[src/cpu_pkg.sv]
package cpu_pkg;

	// ##################################################
	// Major opcodes, bits 30:25 of the instruction word
	// ##################################################
	localparam logic [5:0] TY_BASE = 6'b100000;
	localparam logic [5:0] ADDI    = 6'b101000;
	localparam logic [5:0] ORI     = 6'b101100;
	localparam logic [5:0] XORI    = 6'b101011;
	localparam logic [5:0] LWI     = 6'b000010;
	localparam logic [5:0] SWI     = 6'b001010;
	localparam logic [5:0] TY_LS   = 6'b011100;

	// Sub-opcodes of TY_BASE, bits 4:0
	localparam logic [4:0] ADD   = 5'b00000;
	localparam logic [4:0] SUB   = 5'b00001;
	localparam logic [4:0] AND   = 5'b00010;
	localparam logic [4:0] XOR   = 5'b00011;
	localparam logic [4:0] OR    = 5'b00100;
	localparam logic [4:0] SLLI  = 5'b01000;
	localparam logic [4:0] SRLI  = 5'b01001;
	localparam logic [4:0] ROTRI = 5'b01011;

	// Sub-opcodes of TY_LS, address is ra plus rb
	localparam logic [4:0] LS_LW = 5'b00010;
	localparam logic [4:0] LS_SW = 5'b01010;

	// ##################################################
	// Instruction formats
	// ##################################################
	typedef struct packed {
		logic       top;    // Must be zero for a 32-bit instruction
		logic [5:0] opcode;
		logic [4:0] rt;
		logic [4:0] ra;
		logic [4:0] rb;     // Also the shift amount of SRLI, SLLI and ROTRI
		logic [4:0] unused;
		logic [4:0] sub;
	} instr_r_t;

	typedef struct packed {
		logic        top;
		logic [5:0]  opcode;
		logic [4:0]  rt;
		logic [4:0]  ra;
		logic [14:0] imm15;
	} instr_i_t;

	// The opcode selects which view is meaningful
	typedef union packed {
		instr_r_t r;
		instr_i_t i;
	} instr_t;

	// Status word bits and its Wishbone address
	localparam int ST_OVF = 0;
	localparam int ST_ILL = 1;
	localparam logic [5:0] STATUS_ADR = 6'd32;

endpackage

[src/alu.sv]
`timescale 1ns/1ps

module alu import cpu_pkg::*; (
	input  logic        enable_execute,
	input  logic [31:0] alu_src1,
	input  logic [31:0] alu_src2,
	input  logic [5:0]  opcode,
	input  logic [4:0]  sub_op,
	output logic [31:0] alu_result,
	output logic        alu_overflow
);

	logic [32:0] sum;  // Overflow on top of the 32-bit result
	logic [32:0] diff;
	logic [63:0] rotate;
	logic [4:0]  shamt;
	logic        logical_op;

	// Overflow is the carry into bit 31 xor the carry out of it
	function automatic logic [32:0] add_ovf(input logic [31:0] x, input logic [31:0] y,
		input logic cin);
		logic [31:0] low;
		logic [1:0]  high;
		low = {1'b0, x[30:0]} + {1'b0, y[30:0]} + {31'b0, cin};
		high = {1'b0, x[31]} + {1'b0, y[31]} + {1'b0, low[31]};
		return {low[31] ^ high[1], high[0], low[30:0]};
	endfunction

	assign shamt = alu_src2[4:0];
	assign sum = add_ovf(alu_src1, alu_src2, 1'b0);
	assign diff = add_ovf(alu_src1, ~alu_src2, 1'b1); // Two's complement subtract
	assign rotate = {alu_src1, alu_src1} >> shamt;

	always_comb begin
		alu_result = '0;
		alu_overflow = 1'b0;
		if (enable_execute) begin
			case (opcode)
				TY_BASE: begin
					case (sub_op)
						ADD: {alu_overflow, alu_result} = sum;
						SUB: {alu_overflow, alu_result} = diff;
						AND: alu_result = alu_src1 & alu_src2;
						OR: alu_result = alu_src1 | alu_src2;
						XOR: alu_result = alu_src1 ^ alu_src2;
						SRLI: alu_result = alu_src1 >> shamt;
						SLLI: alu_result = alu_src1 << shamt;
						ROTRI: alu_result = rotate[31:0];
						default: alu_result = '0;
					endcase
				end
				ADDI, LWI, SWI, TY_LS: begin
					{alu_overflow, alu_result} = sum; // Address forms add too
				end
				ORI: alu_result = alu_src1 | alu_src2;
				XORI: alu_result = alu_src1 ^ alu_src2;
				default: alu_result = '0;
			endcase
		end
	end

	// Logical and shift codes, taken from the opcode map alone
	assign logical_op = opcode == ORI || opcode == XORI
		|| (opcode == TY_BASE && sub_op inside {AND, OR, XOR, SRLI, SLLI, ROTRI});

	always_comb begin
		if (logical_op)
			assert (!alu_overflow) else $error("Overflow raised by a logical operation");
	end

endmodule

[config.mk]
export PLATFORM = sky130hd
export DESIGN_NAME = alu
export DESIGN_NICKNAME = d
export VERILOG_FILES = /design/src/cpu_pkg.sv /design/src/alu.sv
export SDC_FILE = /design/constraint.sdc
export NUM_CORES = 1
export LEC_CHECK = 0
export BUFFER_PORTS_ARGS = -buffer_cell sky130_fd_sc_hd__buf_2
export CAP_MARGIN = 20
export CORE_ASPECT_RATIO = 0.75
export CORE_MARGIN = 1.5
export CORE_UTILIZATION = 40
export DETAILED_ROUTE_END_ITERATION = 12
export PLACE_DENSITY = 0.6
export SETUP_SLACK_MARGIN = 0.1
export SYNTH_ARGS = -nofsm -noshare
export SYNTH_HDL_FRONTEND = slang
export SYNTH_SLANG_ARGS = --single-unit
[constraint.sdc]
create_clock -name vclk -period 5.7
set_clock_uncertainty 0.2 [all_clocks]
set_input_delay 0 -clock vclk [all_inputs]
set_output_delay 0 -clock vclk [all_outputs]
set_load 0.01 [all_outputs]
==> impl_metrics.ini <==
[setup_path]
startpoint_type = primary input
cp_max_fo = 23
cp_data_required_time_ns = 5.50
endpoint_kind = primary output
crit_type = in2out
arrival_ns = 4.83

[job]
cap_violations = 0

[power_and_ir_drop]
clkPwrFrac = 0
internal-power_mw = 0.3455
pwr-share-comb = 1.000
p_sw_mw = 0.6788
vdd_drop_max_v = 0.00004576
cellPowerDensity_nw_per_um2 = 99.53
swShare = 0.6627
seq_power_share = 0
p_leak_nw = 4.355

[yosys]
ys_seq_area_frac = 0
synth_area_um2 = 9649
yosys-top-cells-area = ha_1, a21oi_1, mux2i_1
post_synth_fa_ha_maj_area_fraction = 0.1328
syn-mean-instance-area_um2 = 6.720
syn_nets = 1612
yosys_warnings = 0
synthDistinctLibCells = 85
synthCells = 1436
yosys.area_share.simple = 0.2066
synth_top_family_by_area = compound AO/OA/AOI/OAI gates
synthTopCellsByCount = a21oi_1, nand2_1, nor2_1, ha_1, inv_1
synthMuxAreaShare = 0.1856
yosysMostFrequentCell = a21oi_1
netlist.area_leader.share = 0.1245
synth_xor_area_frac = 0.02723
synth-compound-area-share = 0.3640
yosys.area.top_type = ha_1

[route]
via_per_inst = 6.940
firstDrtPassIters = 6
wl_per_cell_um = 28.00
maxUsedRoutingLayer = met4
antenna_left = 0
wl_met1_um = 21650
wl_met2_um = 19090
vias = 12243
wl_met3_um = 7666
routed_wl_um = 49390
drt_iter0_drc = 1962
route.detailed.drc = 0

[timing]
post-route-period-util = 0.8832
hold_violations = 0
report.final.slew_viol_count = 0
setup_ws_ns = 0.6659
finalSetupTns_ns = 0
tightest_slew_ns = 1.056
setup_viol = 0
relSlewSlack = 0.2933
fin_crit_ns = 5.034
fmax_ghz = 0.1986
rsz0062_at_grt = no

[finish]
n_antenna_cell = 0
syn2layout_area_growth_pct = 6.665
seqCellArea_um2 = 0
fill_cells = 2569
clock_buffers = 0
fin_nets = 1636
seq_cell_count = 0
drive_gt1_frac = 0.1461
multiInputGateArea_um2 = 8872
fin_util = 0.4316

[floorplanning]
die_h_um = 137.5
fp.coreArea_um2 = 23850
die-area_um2 = 25070
die_w_um = 182.3
initial_utilization = 0.4046
rows = 49
num_io_pins = 109

[clock_network]
cts_resized = 0
post-cts-setup-buffers = 0
hold_buffers = 0

[global_routing]
grt_util_all_layers = 0.3790
grt_pass1_wl_um = 70840
antenna_found_initial = 1
grt_max_degree = 73
grt_pass1_vias = 10739
overflow = 0

[placed_design]
port_buffers = 109
place.gp.congestion = 1.014
dp_slack_ns = 0.7947
place_hpwl_um = 38730

[run_status]
outcome = finished clean

[min_path]
hold_path_class = in2out
-- per-stage QoR --
stage	std cells	hold slack, ns	total power [mW]	instance area (um^2)
floorplan	1436	-0.06301	0.6515	9649
detailed placement	1764	0.2844	0.9722	10290
global route	1764	0.3096	1.078	10290
CTS	1764	0.2849	0.9780	10290
finish	1764	0.3074	1.024	10290
global placement	1763	0.2799	0.9747	10290
-- layout make-up --
class,count,area share
tap,306,0.03720
inverter,91,0.03319
timing repair buffer,129,0.06759
multi-input combinational,1238,0.8620
-- logic make-up (layout without fill, tap and decap cells) --
family | after synthesis | after routing
buffers and inverters | 198 | 220
multiplexers | 140 | 140
XOR/XNOR | 30 | 30
adder cells (fa/ha/maj) | 100 | 100
AO/OA/AOI/OAI | 537 | 537
AND/OR/NAND/NOR | 431 | 431
-- power groups by stage --
stage                     combinational (mW)  clock [mW]  sequential (mW)
final                                   1.02           0                0
after global routing                    1.08           0                0
after CTS                              0.978           0                0
after detailed placement               0.972           0                0
after global placement                 0.975           0                0
after floorplan                        0.651           0                0
-- cell usage in the layout (no fill, tap or decap), drive strengths merged, types with 21 or more instances in the layout --
cell type,synthesis,routed
o21ai,101,101
buf,43,129
a221oi,25,25
mux4,26,26
o22ai,44,44
nor2,136,136
inv,89,90
ha,96,96
nand2,138,138
o211ai,21,21
xnor2,27,27
a21oi,157,157
a211oi,27,27
o31ai,21,21
mux2i,69,69
mux2,45,45
nand3,25,25
nor3,28,28
-- critical path, stage by stage --
cell and delay [ns]:
buf_2 0.35, inv_1 0.32, ha_1 0.51, nor3b_1 0.37, o31ai_1 0.16, a21oi_1 0.29
nor2_1 0.13, a2111oi_1 0.51, o21ai_1 0.20, o21ai_1 0.29, fa_1 0.45, mux2_2 0.27
a22oi_1 0.14, o221ai_1 0.16, a211oi_1 0.30, o22ai_1 0.17, buf_2 0.20
-- metal layers --
| metal | vias to the layer above | global-route usage |
|---|---|---|
| met5 | - | 0 |
| met4 | 0 | 0.05464 |
| met1 | 5871 | 0.5588 |
| met3 | 75 | 0.1253 |
| met2 | 865 | 0.5349 |
| li1 | 5432 | - |
-- path summary, 6_finish.rpt --
kind | end | depth (start not counted) | slack (ns) | from
max | alu_result[31] | 17 | 0.67 | alu_src2[4]
min | alu_overflow | 4 | 0.31 | enable_execute
Note: power is estimated with default switching activity, not from simulation.
