`config.mk`:
```
export PLATFORM = sky130hd
export DESIGN_NAME = exec_ctrl
export DESIGN_NICKNAME = d
export VERILOG_FILES = /design/src/cpu_pkg.sv /design/src/exec_ctrl.sv
export SDC_FILE = /design/constraint.sdc
export NUM_CORES = 1
export LEC_CHECK = 0
export ABC_AREA = 0
export BUFFER_PORTS_ARGS = -buffer_cell sky130_fd_sc_hd__buf_2
export CAP_MARGIN = 20
export CORE_AREA = 4 4 188 190
export CTS_BUF_LIST = sky130_fd_sc_hd__clkbuf_4 sky130_fd_sc_hd__clkbuf_8
export DETAILED_ROUTE_END_ITERATION = 10
export DIE_AREA = 0 0 192 194
export PLACE_DENSITY = 0.45
export SKIP_CTS_REPAIR_TIMING = 1
export SLEW_MARGIN = 20
export SYNTH_ARGS = -nofsm -noshare
export SYNTH_HDL_FRONTEND = slang
export SYNTH_SLANG_ARGS = --single-unit
export TNS_END_PERCENT = 20
```
`constraint.sdc`:
```
create_clock -name clk -period 5.2 [get_ports clk]
set_clock_uncertainty 0.05 [all_clocks]
set_input_delay 0 -clock clk [delete_from_list [all_inputs] [get_ports clk]]
set_output_delay 0 -clock clk [all_outputs]
set_load 0.1 [all_outputs]
```
`src/cpu_pkg.sv`:
```
package cpu_pkg;

	// ##################################################
	// Major opcodes, bits 30:25 of the instruction word
	// ##################################################
	localparam logic [5:0] TY_BASE = 6'b100000;
	localparam logic [5:0] ADDI    = 6'b101000;
	localparam logic [5:0] ORI     = 6'b101100;
	localparam logic [5:0] XORI    = 6'b101011;
	localparam logic [5:0] LWI     = 6'b000010;
	localparam logic [5:0] SWI     = 6'b001010;
	localparam logic [5:0] TY_LS   = 6'b011100;

	// Sub-opcodes of TY_BASE, bits 4:0
	localparam logic [4:0] ADD   = 5'b00000;
	localparam logic [4:0] SUB   = 5'b00001;
	localparam logic [4:0] AND   = 5'b00010;
	localparam logic [4:0] XOR   = 5'b00011;
	localparam logic [4:0] OR    = 5'b00100;
	localparam logic [4:0] SLLI  = 5'b01000;
	localparam logic [4:0] SRLI  = 5'b01001;
	localparam logic [4:0] ROTRI = 5'b01011;

	// Sub-opcodes of TY_LS, address is ra plus rb
	localparam logic [4:0] LS_LW = 5'b00010;
	localparam logic [4:0] LS_SW = 5'b01010;

	// ##################################################
	// Instruction formats
	// ##################################################
	typedef struct packed {
		logic       top;    // Must be zero for a 32-bit instruction
		logic [5:0] opcode;
		logic [4:0] rt;
		logic [4:0] ra;
		logic [4:0] rb;     // Also the shift amount of SRLI, SLLI and ROTRI
		logic [4:0] unused;
		logic [4:0] sub;
	} instr_r_t;

	typedef struct packed {
		logic        top;
		logic [5:0]  opcode;
		logic [4:0]  rt;
		logic [4:0]  ra;
		logic [14:0] imm15;
	} instr_i_t;

	// The opcode selects which view is meaningful
	typedef union packed {
		instr_r_t r;
		instr_i_t i;
	} instr_t;

	// Status word bits and its Wishbone address
	localparam int ST_OVF = 0;
	localparam int ST_ILL = 1;
	localparam logic [5:0] STATUS_ADR = 6'd32;

endpackage

```
`src/exec_ctrl.sv`:
```
`timescale 1ns/1ps

module exec_ctrl import cpu_pkg::*; #(
	parameter int RAM_ADDR_W = 8
) (
	input  logic                  clk,
	input  logic                  reset,
	input  logic                  wb_cyc,
	input  logic                  wb_stb,
	input  logic                  wb_we,
	input  logic [5:0]            wb_adr,
	input  logic [31:0]           wb_dat_w,
	output logic [31:0]           wb_dat_r,
	output logic                  wb_ack,
	output instr_t                instr,
	input  logic [4:0]            ra,
	input  logic [4:0]            rb,
	input  logic [4:0]            rt,
	input  logic [31:0]           imm,
	input  logic                  use_imm,
	input  logic                  is_load,
	input  logic                  is_store,
	input  logic                  writes_rd,
	input  logic                  legal,
	output logic                  enable_execute,
	output logic [31:0]           alu_src1,
	output logic [31:0]           alu_src2,
	output logic [5:0]            opcode,
	output logic [4:0]            sub_op,
	input  logic [31:0]           alu_result,
	input  logic                  alu_overflow,
	output logic [4:0]            rf_ra_adr,
	output logic [4:0]            rf_rb_adr,
	output logic [4:0]            rf_host_adr,
	input  logic [31:0]           rf_ra_dat,
	input  logic [31:0]           rf_rb_dat,
	input  logic [31:0]           rf_host_dat,
	output logic                  rf_we,
	output logic [4:0]            rf_wadr,
	output logic [31:0]           rf_wdat,
	output logic                  mem_we,
	output logic [RAM_ADDR_W-1:0] mem_adr,
	output logic [31:0]           mem_dat_w,
	input  logic [31:0]           mem_dat_r
);

	localparam logic [1:0] S_IDLE      = 2'd0;
	localparam logic [1:0] S_EXECUTE   = 2'd1;
	localparam logic [1:0] S_LOAD_WAIT = 2'd2;

	logic [1:0] state;
	instr_t     instr_q;
	logic [1:0] status;
	logic       wb_req;

	// A request still high in the ack cycle is the one just served
	assign wb_req = wb_cyc && wb_stb && !wb_ack;

	assign instr = instr_q;
	assign opcode = instr_q.r.opcode;
	assign sub_op = instr_q.r.sub;
	assign enable_execute = state == S_EXECUTE;

	// ##################################################
	// Operand steering and write-back
	// ##################################################
	assign rf_ra_adr = ra;
	assign rf_rb_adr = rb;
	assign rf_host_adr = (state == S_IDLE) ? wb_adr[4:0] : rt; // rt is store data
	assign alu_src1 = rf_ra_dat;
	assign alu_src2 = use_imm ? imm : rf_rb_dat;

	assign mem_we = enable_execute && legal && is_store;
	assign mem_adr = alu_result[RAM_ADDR_W+1:2];
	assign mem_dat_w = rf_host_dat;

	assign rf_we = (enable_execute && legal && writes_rd && !is_load) || state == S_LOAD_WAIT;
	assign rf_wadr = rt;
	assign rf_wdat = (state == S_LOAD_WAIT) ? mem_dat_r : alu_result;

	always_ff @(posedge clk) begin
		if (reset) begin
			state <= S_IDLE;
			wb_ack <= 1'b0;
			status <= '0;
		end else begin
			wb_ack <= 1'b0;
			case (state)
				S_IDLE: begin
					if (wb_req) begin
						if (wb_we && wb_adr == 6'd0)
							state <= S_EXECUTE;
						else
							wb_ack <= 1'b1; // Reads and stray writes
					end
				end
				S_EXECUTE: begin
					if (legal && is_load) begin
						state <= S_LOAD_WAIT;
					end else begin
						state <= S_IDLE;
						wb_ack <= 1'b1;
						status[ST_OVF] <= alu_overflow && writes_rd;
						status[ST_ILL] <= !legal;
					end
				end
				S_LOAD_WAIT: begin
					state <= S_IDLE;
					wb_ack <= 1'b1;
					status <= '0;
				end
				default: state <= S_IDLE;
			endcase
		end
	end

	always_ff @(posedge clk) begin
		if (state == S_IDLE && wb_req) begin
			if (wb_we) begin
				if (wb_adr == 6'd0)
					instr_q <= wb_dat_w;
				wb_dat_r <= '0;
			end else if (wb_adr < STATUS_ADR) begin
				wb_dat_r <= rf_host_dat;
			end else if (wb_adr == STATUS_ADR) begin
				wb_dat_r <= {30'b0, status};
			end else begin
				wb_dat_r <= '0;
			end
		end
	end

	ack_in_cycle: assert property (@(posedge clk) disable iff (reset)
		$rose(wb_ack) |-> wb_cyc && wb_stb)
	else $error("Ack raised outside a bus cycle");

endmodule

```
==> impl_metrics.toml <==
[flow_run]
maxCapViolCount = 0

[floorplan]
die-width_microns = 192
ios = 491
placementRows = 67
initial_core_util_pct = 12.36
die_y_microns = 194
core_area_sq_mm = 0.03345
dieArea_sq_mm = 0.03725

[clock_network]
clock-sinks = 69
clk_pin_slew_ns = 0.09
cts_tree = "done"
cts_buffer_depth = 2
cts-root-buf = "clkbuf_8"
htreeDepth = 3
cts_buffers = 9
clkLatencyLatePin_ns = 0.35

[synthesis]
synth_cells = 313
ys_warn_count = 0
netlist_area_sq_mm = 0.004134
synth.avg_cell_area_sq_um = 13.21
synth_area_leaders = "edfxtp_1, buf_4, mux2_2"
yosysUniqueCellTypes = 31
yosysTopAreaCellShare_pct = 46.49
yosys.area.top_type = "edfxtp_1"
yosysSeqAreaShare_pct = 48.91
synth_fp_nets = 569
synth_seq_cells = 69

[power]
powerDensity_mw_per_mm2 = 280.8
internal_power_mw = 1.094
p_total_mw = 2.049
pwr-share-clk_pct = 25.0
leakagePower_nw = 3.331
netSwitchingFraction_pct = 46.61
switching_power_mw = 0.9552
seq_power_share_pct = 30.4
peakVddDrop_mv = 0.08536
pwr-share-comb_pct = 44.6

[placement]
place_congestion = 0.7295
dp_hpwl_microns = 14900
post-place-ws_ns = 3.157
portBuffers = 406

[timing]
hold_ws_ns = 0.01371
finalCritPeriodShare_pct = 46.17
grt_setup_unrepaired = "false"
fin_setup_tns_ns = 0
maxSlewViolCount = 0
final.min_clock_period_ns = 2.401
worst_slew_pin_slew_ns = 1.013
fin_ws_ns = 2.799
setup_viol = 0
relSlewSlack_pct = 32.23
finalHoldViolCount = 0
fmax_ghz = 0.4165

[worst_setup_path]
crit_required_ns = 5.15
arrival_ns = 2.35
reg2reg_to = "instr[2]"
start_kind = "flop"
endpoint_kind = "output port"
r2r_cells = 3
crit_path_start = "state[1]"
critPathMaxFanout = 21
worstReg2RegStart = "wb_ack"
crit_type = "reg2out"
reg2reg_slack_ns = 3.51

[routing]
routed_wl_microns = 18930
drtAntennaViolNets = 0
vias = 3941
first_pass_iters = 4
remaining_drc_errors = 0
wl_per_cell_microns = 15.94
vias_per_cell = 3.317
initialDrtViolationCount = 88

[grt]
top_usage_layer = "met2"
grtUsageTotal_pct = 8.432
overflow = 0
met2_usage_pct = 15.54
grt_pass1_vias = 3506
grtUsageMet3_pct = 3.241
grt_pass1_wl_microns = 22630
grt_max_degree = 34
antenna_found_initial = 4
use_met1_pct = 8.600

[final_layout]
fin_util_pct = 21.82
final_layout_size_suffix_gt1_share_pct = 67.16
antenna_cells = 0
n_fill_cell = 3598
final_cell_mix = "buf_2, dlygate4sd3_1, edfxtp_1"
nNetsFinal = 991
final_common_cell = "buf_2"
multiInputGateArea_sq_mm = 0.001304
regArea_sq_mm = 0.002022
area_growth_pct = 76.51

[hold_path]
worst_hold_path.num_cells = 3
hold_start = "wb_adr[5]"
hold_end = "wb_dat_r[1]"
min_path_type = "in2reg"

[outcome]
status = "complete, no violations"
critical path: stages (launching register included):
cell	delay, ns
dfxtp_1	0.47
nor2b_4	0.58
buf_12	0.27
mux2_2	0.36
buf_2	0.29
logic make-up after synthesis:
family | share of synthesized area (%)
AOI/OAI and AO/OA | 1.362
buffers and inverters | 19.88
and+or+nand+nor | 8.596
muxes | 21.25
DFF | 48.91
final cells by class:
type / count / share of cell area [%]
tap: 448 / 7.682
sequential: 69 / 27.71
clock inverter: 6 / 1.286
multi-input combinational: 134 / 17.87
clock buffer: 10 / 1.800
timing repair buffer: 521 / 43.66
per-stage QoR:
stage	area, sq um	cells
5_1_grt	7297	1188
3_5_place_dp	5961	1061
2_1_floorplan	4134	313
4_1_cts	6186	1077
6_report	7297	1188
3_3_place_gp	5941	1060
synthesized netlist by cell type (all sizes together):
| cell type | n |
|---|---|
| nor2b | 1 |
| o2bb2ai | 1 |
| clkbuf | 4 |
| and4 | 1 |
| and2 | 31 |
| dfxtp | 5 |
| nand2b | 2 |
| nand3b | 3 |
| o21ai | 1 |
| nand4 | 2 |
| nand2 | 1 |
| or2b | 1 |
| nor3 | 3 |
| nand4b | 1 |
| and3 | 1 |
| edfxtp | 64 |
| buf | 106 |
| nor2 | 5 |
| o21a | 1 |
| nor4 | 1 |
| mux2 | 69 |
| a21boi | 1 |
| and4b | 1 |
| a21oi | 4 |
| nor3b | 1 |
| o21bai | 1 |
| and2b | 1 |
flip-flops by register name, indices dropped and copies added, names as in the netlist:
register / count
wb_dat_r: 32
wb_ack: 1
instr: 32
state: 2
status: 2
metal layers:
| metal | up-vias | wire length [microns] | part of all wire, % |
|---|---|---|---|
| met5 | - | 0 | 0 |
| met4 | 0 | 317 | 1.7 |
| met3 | 20 | 1950 | 10 |
| met2 | 293 | 10010 | 53 |
| met1 | 1785 | 6652 | 35 |
| li1 | 1843 | - | - |
power groups by stage:
stage	clock network [mW]	registers (mW)	logic [mW]
global placement	0	0.635	0.721
floorplan	0	0.731	0.640
CTS	0.547	0.623	0.723
finish	0.513	0.623	0.913
detailed placement	0	0.636	0.723
global route	0.574	0.624	0.942
how the worst max path moves through the flow:
stage	end
2_1_floorplan	instr[0]
3_3_place_gp	rf_wdat[1]
3_5_place_dp	rf_wdat[3]
4_1_cts	rf_wdat[3]
5_1_grt	rf_wdat[1]
6_report	rf_wdat[3]
Note: power is estimated with default switching activity, not from simulation.
