==> config.mk <==
export PLATFORM = sky130hd
export DESIGN_NAME = instr_decode
export DESIGN_NICKNAME = d
export VERILOG_FILES = /design/src/cpu_pkg.sv /design/src/instr_decode.sv
export SDC_FILE = /design/constraint.sdc
export NUM_CORES = 1
export LEC_CHECK = 0
export BUFFER_PORTS_ARGS = -buffer_cell sky130_fd_sc_hd__buf_2
export CORE_ASPECT_RATIO = 1.4
export CORE_MARGIN = 2
export CORE_UTILIZATION = 33
export DETAILED_ROUTE_END_ITERATION = 8
export PLACE_DENSITY = 0.84
export SLEW_MARGIN = 20
export SYNTH_ARGS = -nofsm -noshare
export SYNTH_HDL_FRONTEND = slang
export SYNTH_SLANG_ARGS = --single-unit
==> constraint.sdc <==
create_clock -name vclk -period 2.12
set_input_delay 0.106 -clock vclk [all_inputs]
set_output_delay 0.106 -clock vclk [all_outputs]
set_load 0.005 [all_outputs]
==> src/cpu_pkg.sv <==
package cpu_pkg;

	// ##################################################
	// Major opcodes, bits 30:25 of the instruction word
	// ##################################################
	localparam logic [5:0] TY_BASE = 6'b100000;
	localparam logic [5:0] ADDI    = 6'b101000;
	localparam logic [5:0] ORI     = 6'b101100;
	localparam logic [5:0] XORI    = 6'b101011;
	localparam logic [5:0] LWI     = 6'b000010;
	localparam logic [5:0] SWI     = 6'b001010;
	localparam logic [5:0] TY_LS   = 6'b011100;

	// Sub-opcodes of TY_BASE, bits 4:0
	localparam logic [4:0] ADD   = 5'b00000;
	localparam logic [4:0] SUB   = 5'b00001;
	localparam logic [4:0] AND   = 5'b00010;
	localparam logic [4:0] XOR   = 5'b00011;
	localparam logic [4:0] OR    = 5'b00100;
	localparam logic [4:0] SLLI  = 5'b01000;
	localparam logic [4:0] SRLI  = 5'b01001;
	localparam logic [4:0] ROTRI = 5'b01011;

	// Sub-opcodes of TY_LS, address is ra plus rb
	localparam logic [4:0] LS_LW = 5'b00010;
	localparam logic [4:0] LS_SW = 5'b01010;

	// ##################################################
	// Instruction formats
	// ##################################################
	typedef struct packed {
		logic       top;    // Must be zero for a 32-bit instruction
		logic [5:0] opcode;
		logic [4:0] rt;
		logic [4:0] ra;
		logic [4:0] rb;     // Also the shift amount of SRLI, SLLI and ROTRI
		logic [4:0] unused;
		logic [4:0] sub;
	} instr_r_t;

	typedef struct packed {
		logic        top;
		logic [5:0]  opcode;
		logic [4:0]  rt;
		logic [4:0]  ra;
		logic [14:0] imm15;
	} instr_i_t;

	// The opcode selects which view is meaningful
	typedef union packed {
		instr_r_t r;
		instr_i_t i;
	} instr_t;

	// Status word bits and its Wishbone address
	localparam int ST_OVF = 0;
	localparam int ST_ILL = 1;
	localparam logic [5:0] STATUS_ADR = 6'd32;

endpackage

==> src/instr_decode.sv <==
`timescale 1ns/1ps

module instr_decode import cpu_pkg::*; (
	input  instr_t      instr,
	output logic [4:0]  ra,
	output logic [4:0]  rb,
	output logic [4:0]  rt,
	output logic [31:0] imm,
	output logic        use_imm,
	output logic        is_load,
	output logic        is_store,
	output logic        writes_rd,
	output logic        legal
);

	always_comb begin
		// Register fields sit at the same place in both formats
		ra = instr.r.ra;
		rb = instr.r.rb;
		rt = instr.r.rt;
		imm = '0;
		use_imm = 1'b0;
		is_load = 1'b0;
		is_store = 1'b0;
		writes_rd = 1'b0;
		legal = 1'b1;

		case (instr.r.opcode)
			TY_BASE: begin
				writes_rd = 1'b1;
				case (instr.r.sub)
					ADD, SUB, AND, OR, XOR: begin
						use_imm = 1'b0; // Both operands from registers
					end
					SRLI, SLLI, ROTRI: begin
						use_imm = 1'b1;
						imm = {27'b0, instr.r.rb};
					end
					default: legal = 1'b0;
				endcase
			end
			ADDI: begin
				use_imm = 1'b1;
				writes_rd = 1'b1;
				imm = {{17{instr.i.imm15[14]}}, instr.i.imm15};
			end
			ORI, XORI: begin
				use_imm = 1'b1;
				writes_rd = 1'b1;
				imm = {17'b0, instr.i.imm15};
			end
			LWI, SWI: begin
				use_imm = 1'b1;
				imm = {{15{instr.i.imm15[14]}}, instr.i.imm15, 2'b00}; // Word offset
				is_load = instr.i.opcode == LWI;
				is_store = instr.i.opcode == SWI;
				writes_rd = instr.i.opcode == LWI;
			end
			TY_LS: begin
				case (instr.r.sub)
					LS_LW: begin
						is_load = 1'b1;
						writes_rd = 1'b1;
					end
					LS_SW: is_store = 1'b1;
					default: legal = 1'b0;
				endcase
			end
			default: legal = 1'b0;
		endcase

		if (instr.r.top)
			legal = 1'b0; // 16-bit forms are not supported

		if (!legal) begin
			is_load = 1'b0;
			is_store = 1'b0;
			writes_rd = 1'b0;
		end
	end

endmodule

==> reports/results.tsv, run 1 <==
metric	value	unit
run status	finished, final reports clean	
vias	749	
crit-path most repeated cell	buf_2	
Hold Buf Count CTS	0	
Tightest Pin Transition	0.6167	ns
maximum fanout along the worst path	10	
CP cell instances	buf_2, or3b_1, a21oi_2, buf_4, a222oi_1, inv_1, buf_2	
minimum clock period	1.673	ns
Starting Density	35.56	%
worst rel slew slack	58.58	%
Post-DP Area	764.5	um2
Max VDD drop	56.03	uV
Die Ht	56.13	um
sequential cell count	0	
DRC viols	0	
PwrDens	120.7	nW/um2
CP startpoint kind	input port	
post-DR wirelength/cell	13.26	um
P&R area growth vs syn	19.34	%
RSZ-0062 raised after global routing	no	
diode count	0	
Final HPWL DP	1466	um
Final nets	150	
most frequent cells in the layout	buf_2 (64), a22o_1 (13), inv_1 (6)	
# setup viols final	0	
fin crit share	78.93	%
YS warnings	0	
Leakage	0.4690	nW
Die Area	2315	um2
initial antenna violation count	0	
ANT nets after route	0	
fin. max-slew vios	0	
first-pass GRT wire length	2718	um
CLK BUF	0	
achievable clock frequency	0.5976	GHz
Worst Setup End Kind	primary output	
slowest stage delay, CP	0.42	ns
syn nets	114	
gr usage total	14.97	%
drt via density	5.507	
Max Cap Violations	0	
TNS Setup	0	ns
fin worst setup slack	0.4467	ns
WL final	1803	um
Worst path top cell family by delay	buffers and inverters	
Fin Hold WS	0.2120	ns
post-synthesis area per instance	7.812	um2
dpl ws	0.4564	ns
Iteration-0 DRC Markers	10	
largest net degree at the start of global routing	17	
Critical-path top delay cell	or3b_1	
total chip power	0.09228	mW
crit path DAT	1.57	ns
number of global-route vias before repair	617	
core area	1802	um2
commonest non-fill, non-tap cell in the layout	buf_2	
layout cells sized above 1	62.07	%
fillcell total	200	
synth unique cells	26	
Seq. cell area	0	um2
Worst EP required	2.01	ns
Die X	41.24	um
CTS-repair resized insts	0	
Routability Congestion	0.7931	
Synth Cell Area	640.6	um2
Post CTS Setup Buffer Count	0	
sequential element share of the synthesized area	0	%
IO Port Bufs	64	
remaining global-route overflow	0	
Mapped Cells	82	
first-pass iteration count of the detailed router	4	
Fin. Hold Viols	0	
min-delay worst type	in -> out	
Crit Path Class	in -> out	
final instance area	764.5	um2
WP buf/inv	4	
Row Count	18	
num ports	84	
per-stage QoR:
step,std cells,utilization [%]
6_report,136,42.43
5_1_grt,136,42.43
4_1_cts,136,42.43
3_5_place_dp,136,42.43
3_3_place_gp,136,42.43
2_1_floorplan,82,-
final timing paths:
| check | from | endpoint | slack [ns] | depth (start not counted) |
|---|---|---|---|---|
| hold / removal | instr[15] | ra[0] | 0.21 | 0 |
| setup / recovery | instr[26] | imm[2] | 0.45 | 7 |
cells in the mapped netlist, types with 2 or more instances:
cell type / count / area share (%)
a22oi_1: 2 / 2.3
a222oi_1: 3 / 4.7
nor2_1: 4 / 2.3
inv_1: 6 / 3.5
nand2b_1: 2 / 2.0
or3_1: 2 / 2.0
buf_4: 31 / 36
a22o_1: 13 / 18
o21a_1: 2 / 2.3
per-layer routing:
metal  global-route usage (%)  up-vias  routed length [um]
li1                         -      352                   -
met1                    19.23      338                 712
met2                    26.34       59                 862
met3                    2.400        0                 228
met4                        0        0                   0
met5                        0        -                   0
power by group:
group	leakage (nW)	total [mW]	internal (mW)	switching, mW
registers	0	0	0	0
clock network	0	0	0	0
logic	0.469	0.0923	0.0427	0.0495
cell families (layout without fill, tap and decap cells):
logic type             Yosys count  after routing  share of synthesized area, %
AOI/OAI and AO/OA               26             26                         37.89
buffers and inverters           38             72                         40.43
and+or+nand+nor                 18             18                         21.68
area by class of cell:
class / instances / area [um2] / share of cell area [%]
Multi-Input combinational cell: 44 / 381.6 / 49.92
Inverter: 6 / 22.52 / 2.946
Tap cell: 20 / 25.02 / 3.273
Timing Repair Buffer: 66 / 335.3 / 43.86
No activity file was read; power rests on OpenSTA's default activity.
==> run 2: changes to the inputs <==
- CORE_UTILIZATION: 33 -> 30
- PLACE_DENSITY: 0.84 -> 0.8
- clock period: 2.12 -> 1.4 ns (I/O delays scaled with it)
==> run 2 against run 1 <==
Effect of this change:
- the run now ends with negative setup slack left
- count of clock-buffer cells in the layout is the same
- non-clock buffer count rose by 15
- global-route usage is 0.18 points higher
- sequential share of layout area did not move
- via count increased by 6.4%
- die area up 9.1%
- critical path depth down 1
- cell count up 12%
- power increased by 91%
- critical endpoint is now imm[1]
==> reports/results.tsv, run 2 (synthesis gave the netlist of run 1 again) <==
metric	value	unit
most frequent cells in the layout	buf_2 (61), buf_4 (16), a22o_1 (13)	
Seq. cell area	0	um2
Fin. Hold Viols	0	
fin crit share	101.2	%
dpl ws	-0.1161	ns
Crit Path Class	in -> out	
minimum clock period	1.417	ns
ANT nets after route	0	
first-pass iteration count of the detailed router	4	
# setup viols final	3	
layout cells sized above 1	71.76	%
vias	797	
Final nets	165	
remaining global-route overflow	0	
worst rel slew slack	80.57	%
Routability Congestion	0.7723	
largest net degree at the start of global routing	17	
Die Area	2526	um2
Tightest Pin Transition	0.2909	ns
Worst EP required	1.33	ns
Leakage	0.5593	nW
cell count of the worst hold path	0	
number of global-route vias before repair	736	
violated checks	negative setup slack	
maximum fanout along the worst path	6	
initial antenna violation count	0	
Iteration-0 DRC Markers	20	
Hold Buf Count CTS	0	
PwrDens	186.7	nW/um2
CP startpoint kind	input port	
first-pass GRT wire length	3146	um
Max VDD drop	75.97	uV
Row Count	19	
achievable clock frequency	0.7055	GHz
fin worst setup slack	-0.01745	ns
HP Start	instr[20]	
min-delay worst type	in -> out	
WL final	2002	um
fin. max-slew vios	0	
CLK BUF	0	
Die Ht	58.68	um
Hold Path End	rt[0]	
fillcell total	205	
P&R area growth vs syn	47.46	%
TNS Setup	-0.04102	ns
RSZ-0062 raised after global routing	yes	
drt via density	5.243	
diode count	0	
crit path DAT	1.35	ns
DRC viols	0	
total chip power	0.1764	mW
commonest non-fill, non-tap cell in the layout	buf_2	
Max Cap Violations	0	
IO Port Bufs	64	
Die X	43.06	um
sequential cell count	0	
core area	1997	um2
num ports	84	
Worst Setup End Kind	primary output	
gr usage total	15.15	%
run status	complete, but fails checks	
post-DR wirelength/cell	13.17	um
Final HPWL DP	1645	um
Starting Density	32.08	%
crit path from	instr[29]	
==> run 2: cell types whose count changed in the layout (fill, tap and decap cells not counted), sizes merged <==
cell,previous run,this run
buf,66,81
==> run 2: how the worst max path moves through the flow <==
stage	endpoint	slack, ns	cells past startpoint
after floorplan	imm[17]	0.003	5
after global placement	imm[1]	-0.11	6
after detailed placement	imm[1]	-0.12	6
after CTS	imm[1]	-0.04	6
after global routing	imm[3]	-0.1	7
final	imm[1]	-0.02	6
==> run 2: final cells by class <==
class	instances	area, um2	share of cell area (%)
Inverter	6	22.52	2.384
Multi-Input combinational cell	44	421.7	44.64
Tap cell	21	26.28	2.781
Timing Repair Buffer	81	474.2	50.20
==> run 2: critical path: stages <==
cell       delay (ns)
buf_6            0.09
or4b_4           0.56
a2111oi_4        0.19
buf_4            0.19
a22o_1           0.13
buf_2            0.11
==> run 2: repair_timing <==
action	CTS	global route
buffers inserted	0	2
resized for setup	13	2
setup endpoints to repair	27	31
pin swaps	8	4
==> run 2: report_power, final <==
group	switching, mW	internal (mW)	total (mW)
Clock	0	0	0
Sequential	0	0	0
Combinational	0.0845	0.0918	0.176
==> run 2: per-layer routing <==
layer	GRT usage [%]	routed length (um)
met1	18.70	748
met5	0	0
met2	28.14	1001
met4	3.463	36
met3	1.227	215
==> run 2: metrics by stage <==
| stage | util [%] | std cells | cell area (um2) | hold WS [ns] |
|---|---|---|---|---|
| 2_1_floorplan | - | 82 | 641.9 | 0.1711 |
| 3_3_place_gp | 43.30 | 150 | 864.6 | 0.1400 |
| 3_5_place_dp | 43.30 | 150 | 864.6 | 0.1400 |
| 4_1_cts | 46.05 | 150 | 919.6 | 0.1400 |
| 5_1_grt | 47.31 | 152 | 944.7 | 0.1400 |
| 6_report | 47.31 | 152 | 944.7 | 0.1400 |
==> run 3: changes to the inputs <==
- BUFFER_PORTS_ARGS: -buffer_cell sky130_fd_sc_hd__buf_2 -> not set
- CORE_AREA: not set -> 2 2 39 41
- CORE_ASPECT_RATIO: 1.4 -> not set
- CORE_MARGIN: 2 -> not set
- CORE_UTILIZATION: 30 -> not set
- DIE_AREA: not set -> 0 0 41 43
- DONT_BUFFER_PORTS: not set -> 1
- PLACE_DENSITY: 0.8 -> 0.65
==> run 3 against run 2 <==
Effect of this change:
- the run now ends clean
- sequential share of layout area did not move
- routed wire length fell by 34%
- die area down 30%
- count of clock-buffer cells in the layout is the same
- critical endpoint is now imm[3]
- largest power group unchanged
==> reports/results.tsv, run 3 (synthesis gave the netlist of run 1 again) <==
metric	value	unit
run status	finished, final reports clean	
fin. max-slew vios	0	
P&R area growth vs syn	-28.12	%
Tightest Pin Transition	0.4822	ns
Hold Buf Count CTS	0	
Die X	41	um
IO Port Bufs	0	
Post CTS Setup Buffer Count	0	
Row Count	14	
Leakage	0.1682	nW
fillcell total	151	
sequential cell count	0	
achievable clock frequency	0.7653	GHz
worst rel slew slack	67.77	%
gr usage total	14.59	%
first-pass iteration count of the detailed router	4	
minimum clock period	1.307	ns
Routability Congestion	0.7337	
PwrDens	122.2	nW/um2
Util after Layout	33.27	%
largest net degree at the start of global routing	17	
post-DR wirelength/cell	19.20	um
CP startpoint kind	input port	
Starting Density	46.29	%
remaining global-route overflow	0	
number of global-route vias before repair	415	
WL final	1325	um
Max VDD drop	31.34	uV
Iteration-0 DRC Markers	18	
Max Cap Violations	0	
diode count	0	
drt via density	7.043	
vias	486	
ANT nets after route	0	
commonest non-fill, non-tap cell in the layout	a22o_1	
Final HPWL DP	1078	um
core area	1384	um2
layout cells sized above 1	18.87	%
Worst Setup End Kind	primary output	
CLK BUF	0	
CTS-repair resized insts	0	
initial antenna violation count	0	
Die Area	1763	um2
num ports	84	
Multi-input gate area	382.9	um2
first-pass GRT wire length	1952	um
Seq. cell area	0	um2
Die Ht	43	um
Final nets	87	
TNS Setup	0	ns
RSZ-0062 raised after global routing	no	
DRC viols	0	
Crit Path Class	in -> out	
Worst EP required	1.33	ns
total chip power	0.05627	mW
# setup viols final	0	
Fin. Hold Viols	0	
crit path DAT	1.24	ns
fin crit share	93.34	%
maximum fanout along the worst path	6	
min-delay worst type	in -> out	
most frequent cells in the layout	a22o_1 (13), inv_1 (6), nor2_1 (4)	
## run 3: cell types whose count changed in the layout (fill, tap and decap cells not counted), sizes merged
cell	delta
buf	-78
## run 3: critical path, stage by stage
cell and delay, ns:
or3_1 0.45, a2111oi_4 0.49, a222oi_1 0.13, inv_1 0.10
## run 3: area by class of cell
cell class | instances | share of cell area (%)
inverter | 6 | 4.891
multi-input combinational | 44 | 83.15
tap | 16 | 4.348
timing repair buffer | 3 | 7.609
## run 3: metrics by stage
step | hold slack (ns) | area, um2 | instances | setup WS, ns
floorplan | 0.1711 | 641.9 | 82 | 0.003024
global placement | 0.1400 | 460.4 | 69 | 0.08583
detailed placement | 0.1400 | 460.4 | 69 | 0.06671
CTS | 0.1400 | 460.4 | 69 | 0.06908
global route | 0.1400 | 460.4 | 69 | 0.008735
finish | 0.1400 | 460.4 | 69 | 0.09330
## run 3: final timing paths
path	slack, ns	depth (start not counted)	from	end
max	0.09	4	instr[27]	imm[3]
min	0.14	0	instr[13]	rb[3]
## run 3: metal layers
layer / GRT usage [%] / vias to the layer above / wire length [um]
li1: - / 225 / -
met1: 18.99 / 217 / 456
met2: 24.69 / 40 / 717
met3: 1.571 / 4 / 141
met4: 2.667 / 0 / 9
met5: 0 / - / 0
## run 3: power by group
group	switching (mW)	internal, mW	total (mW)
registers	0	0	0
clock network	0	0	0
logic	0.0281	0.0282	0.0563
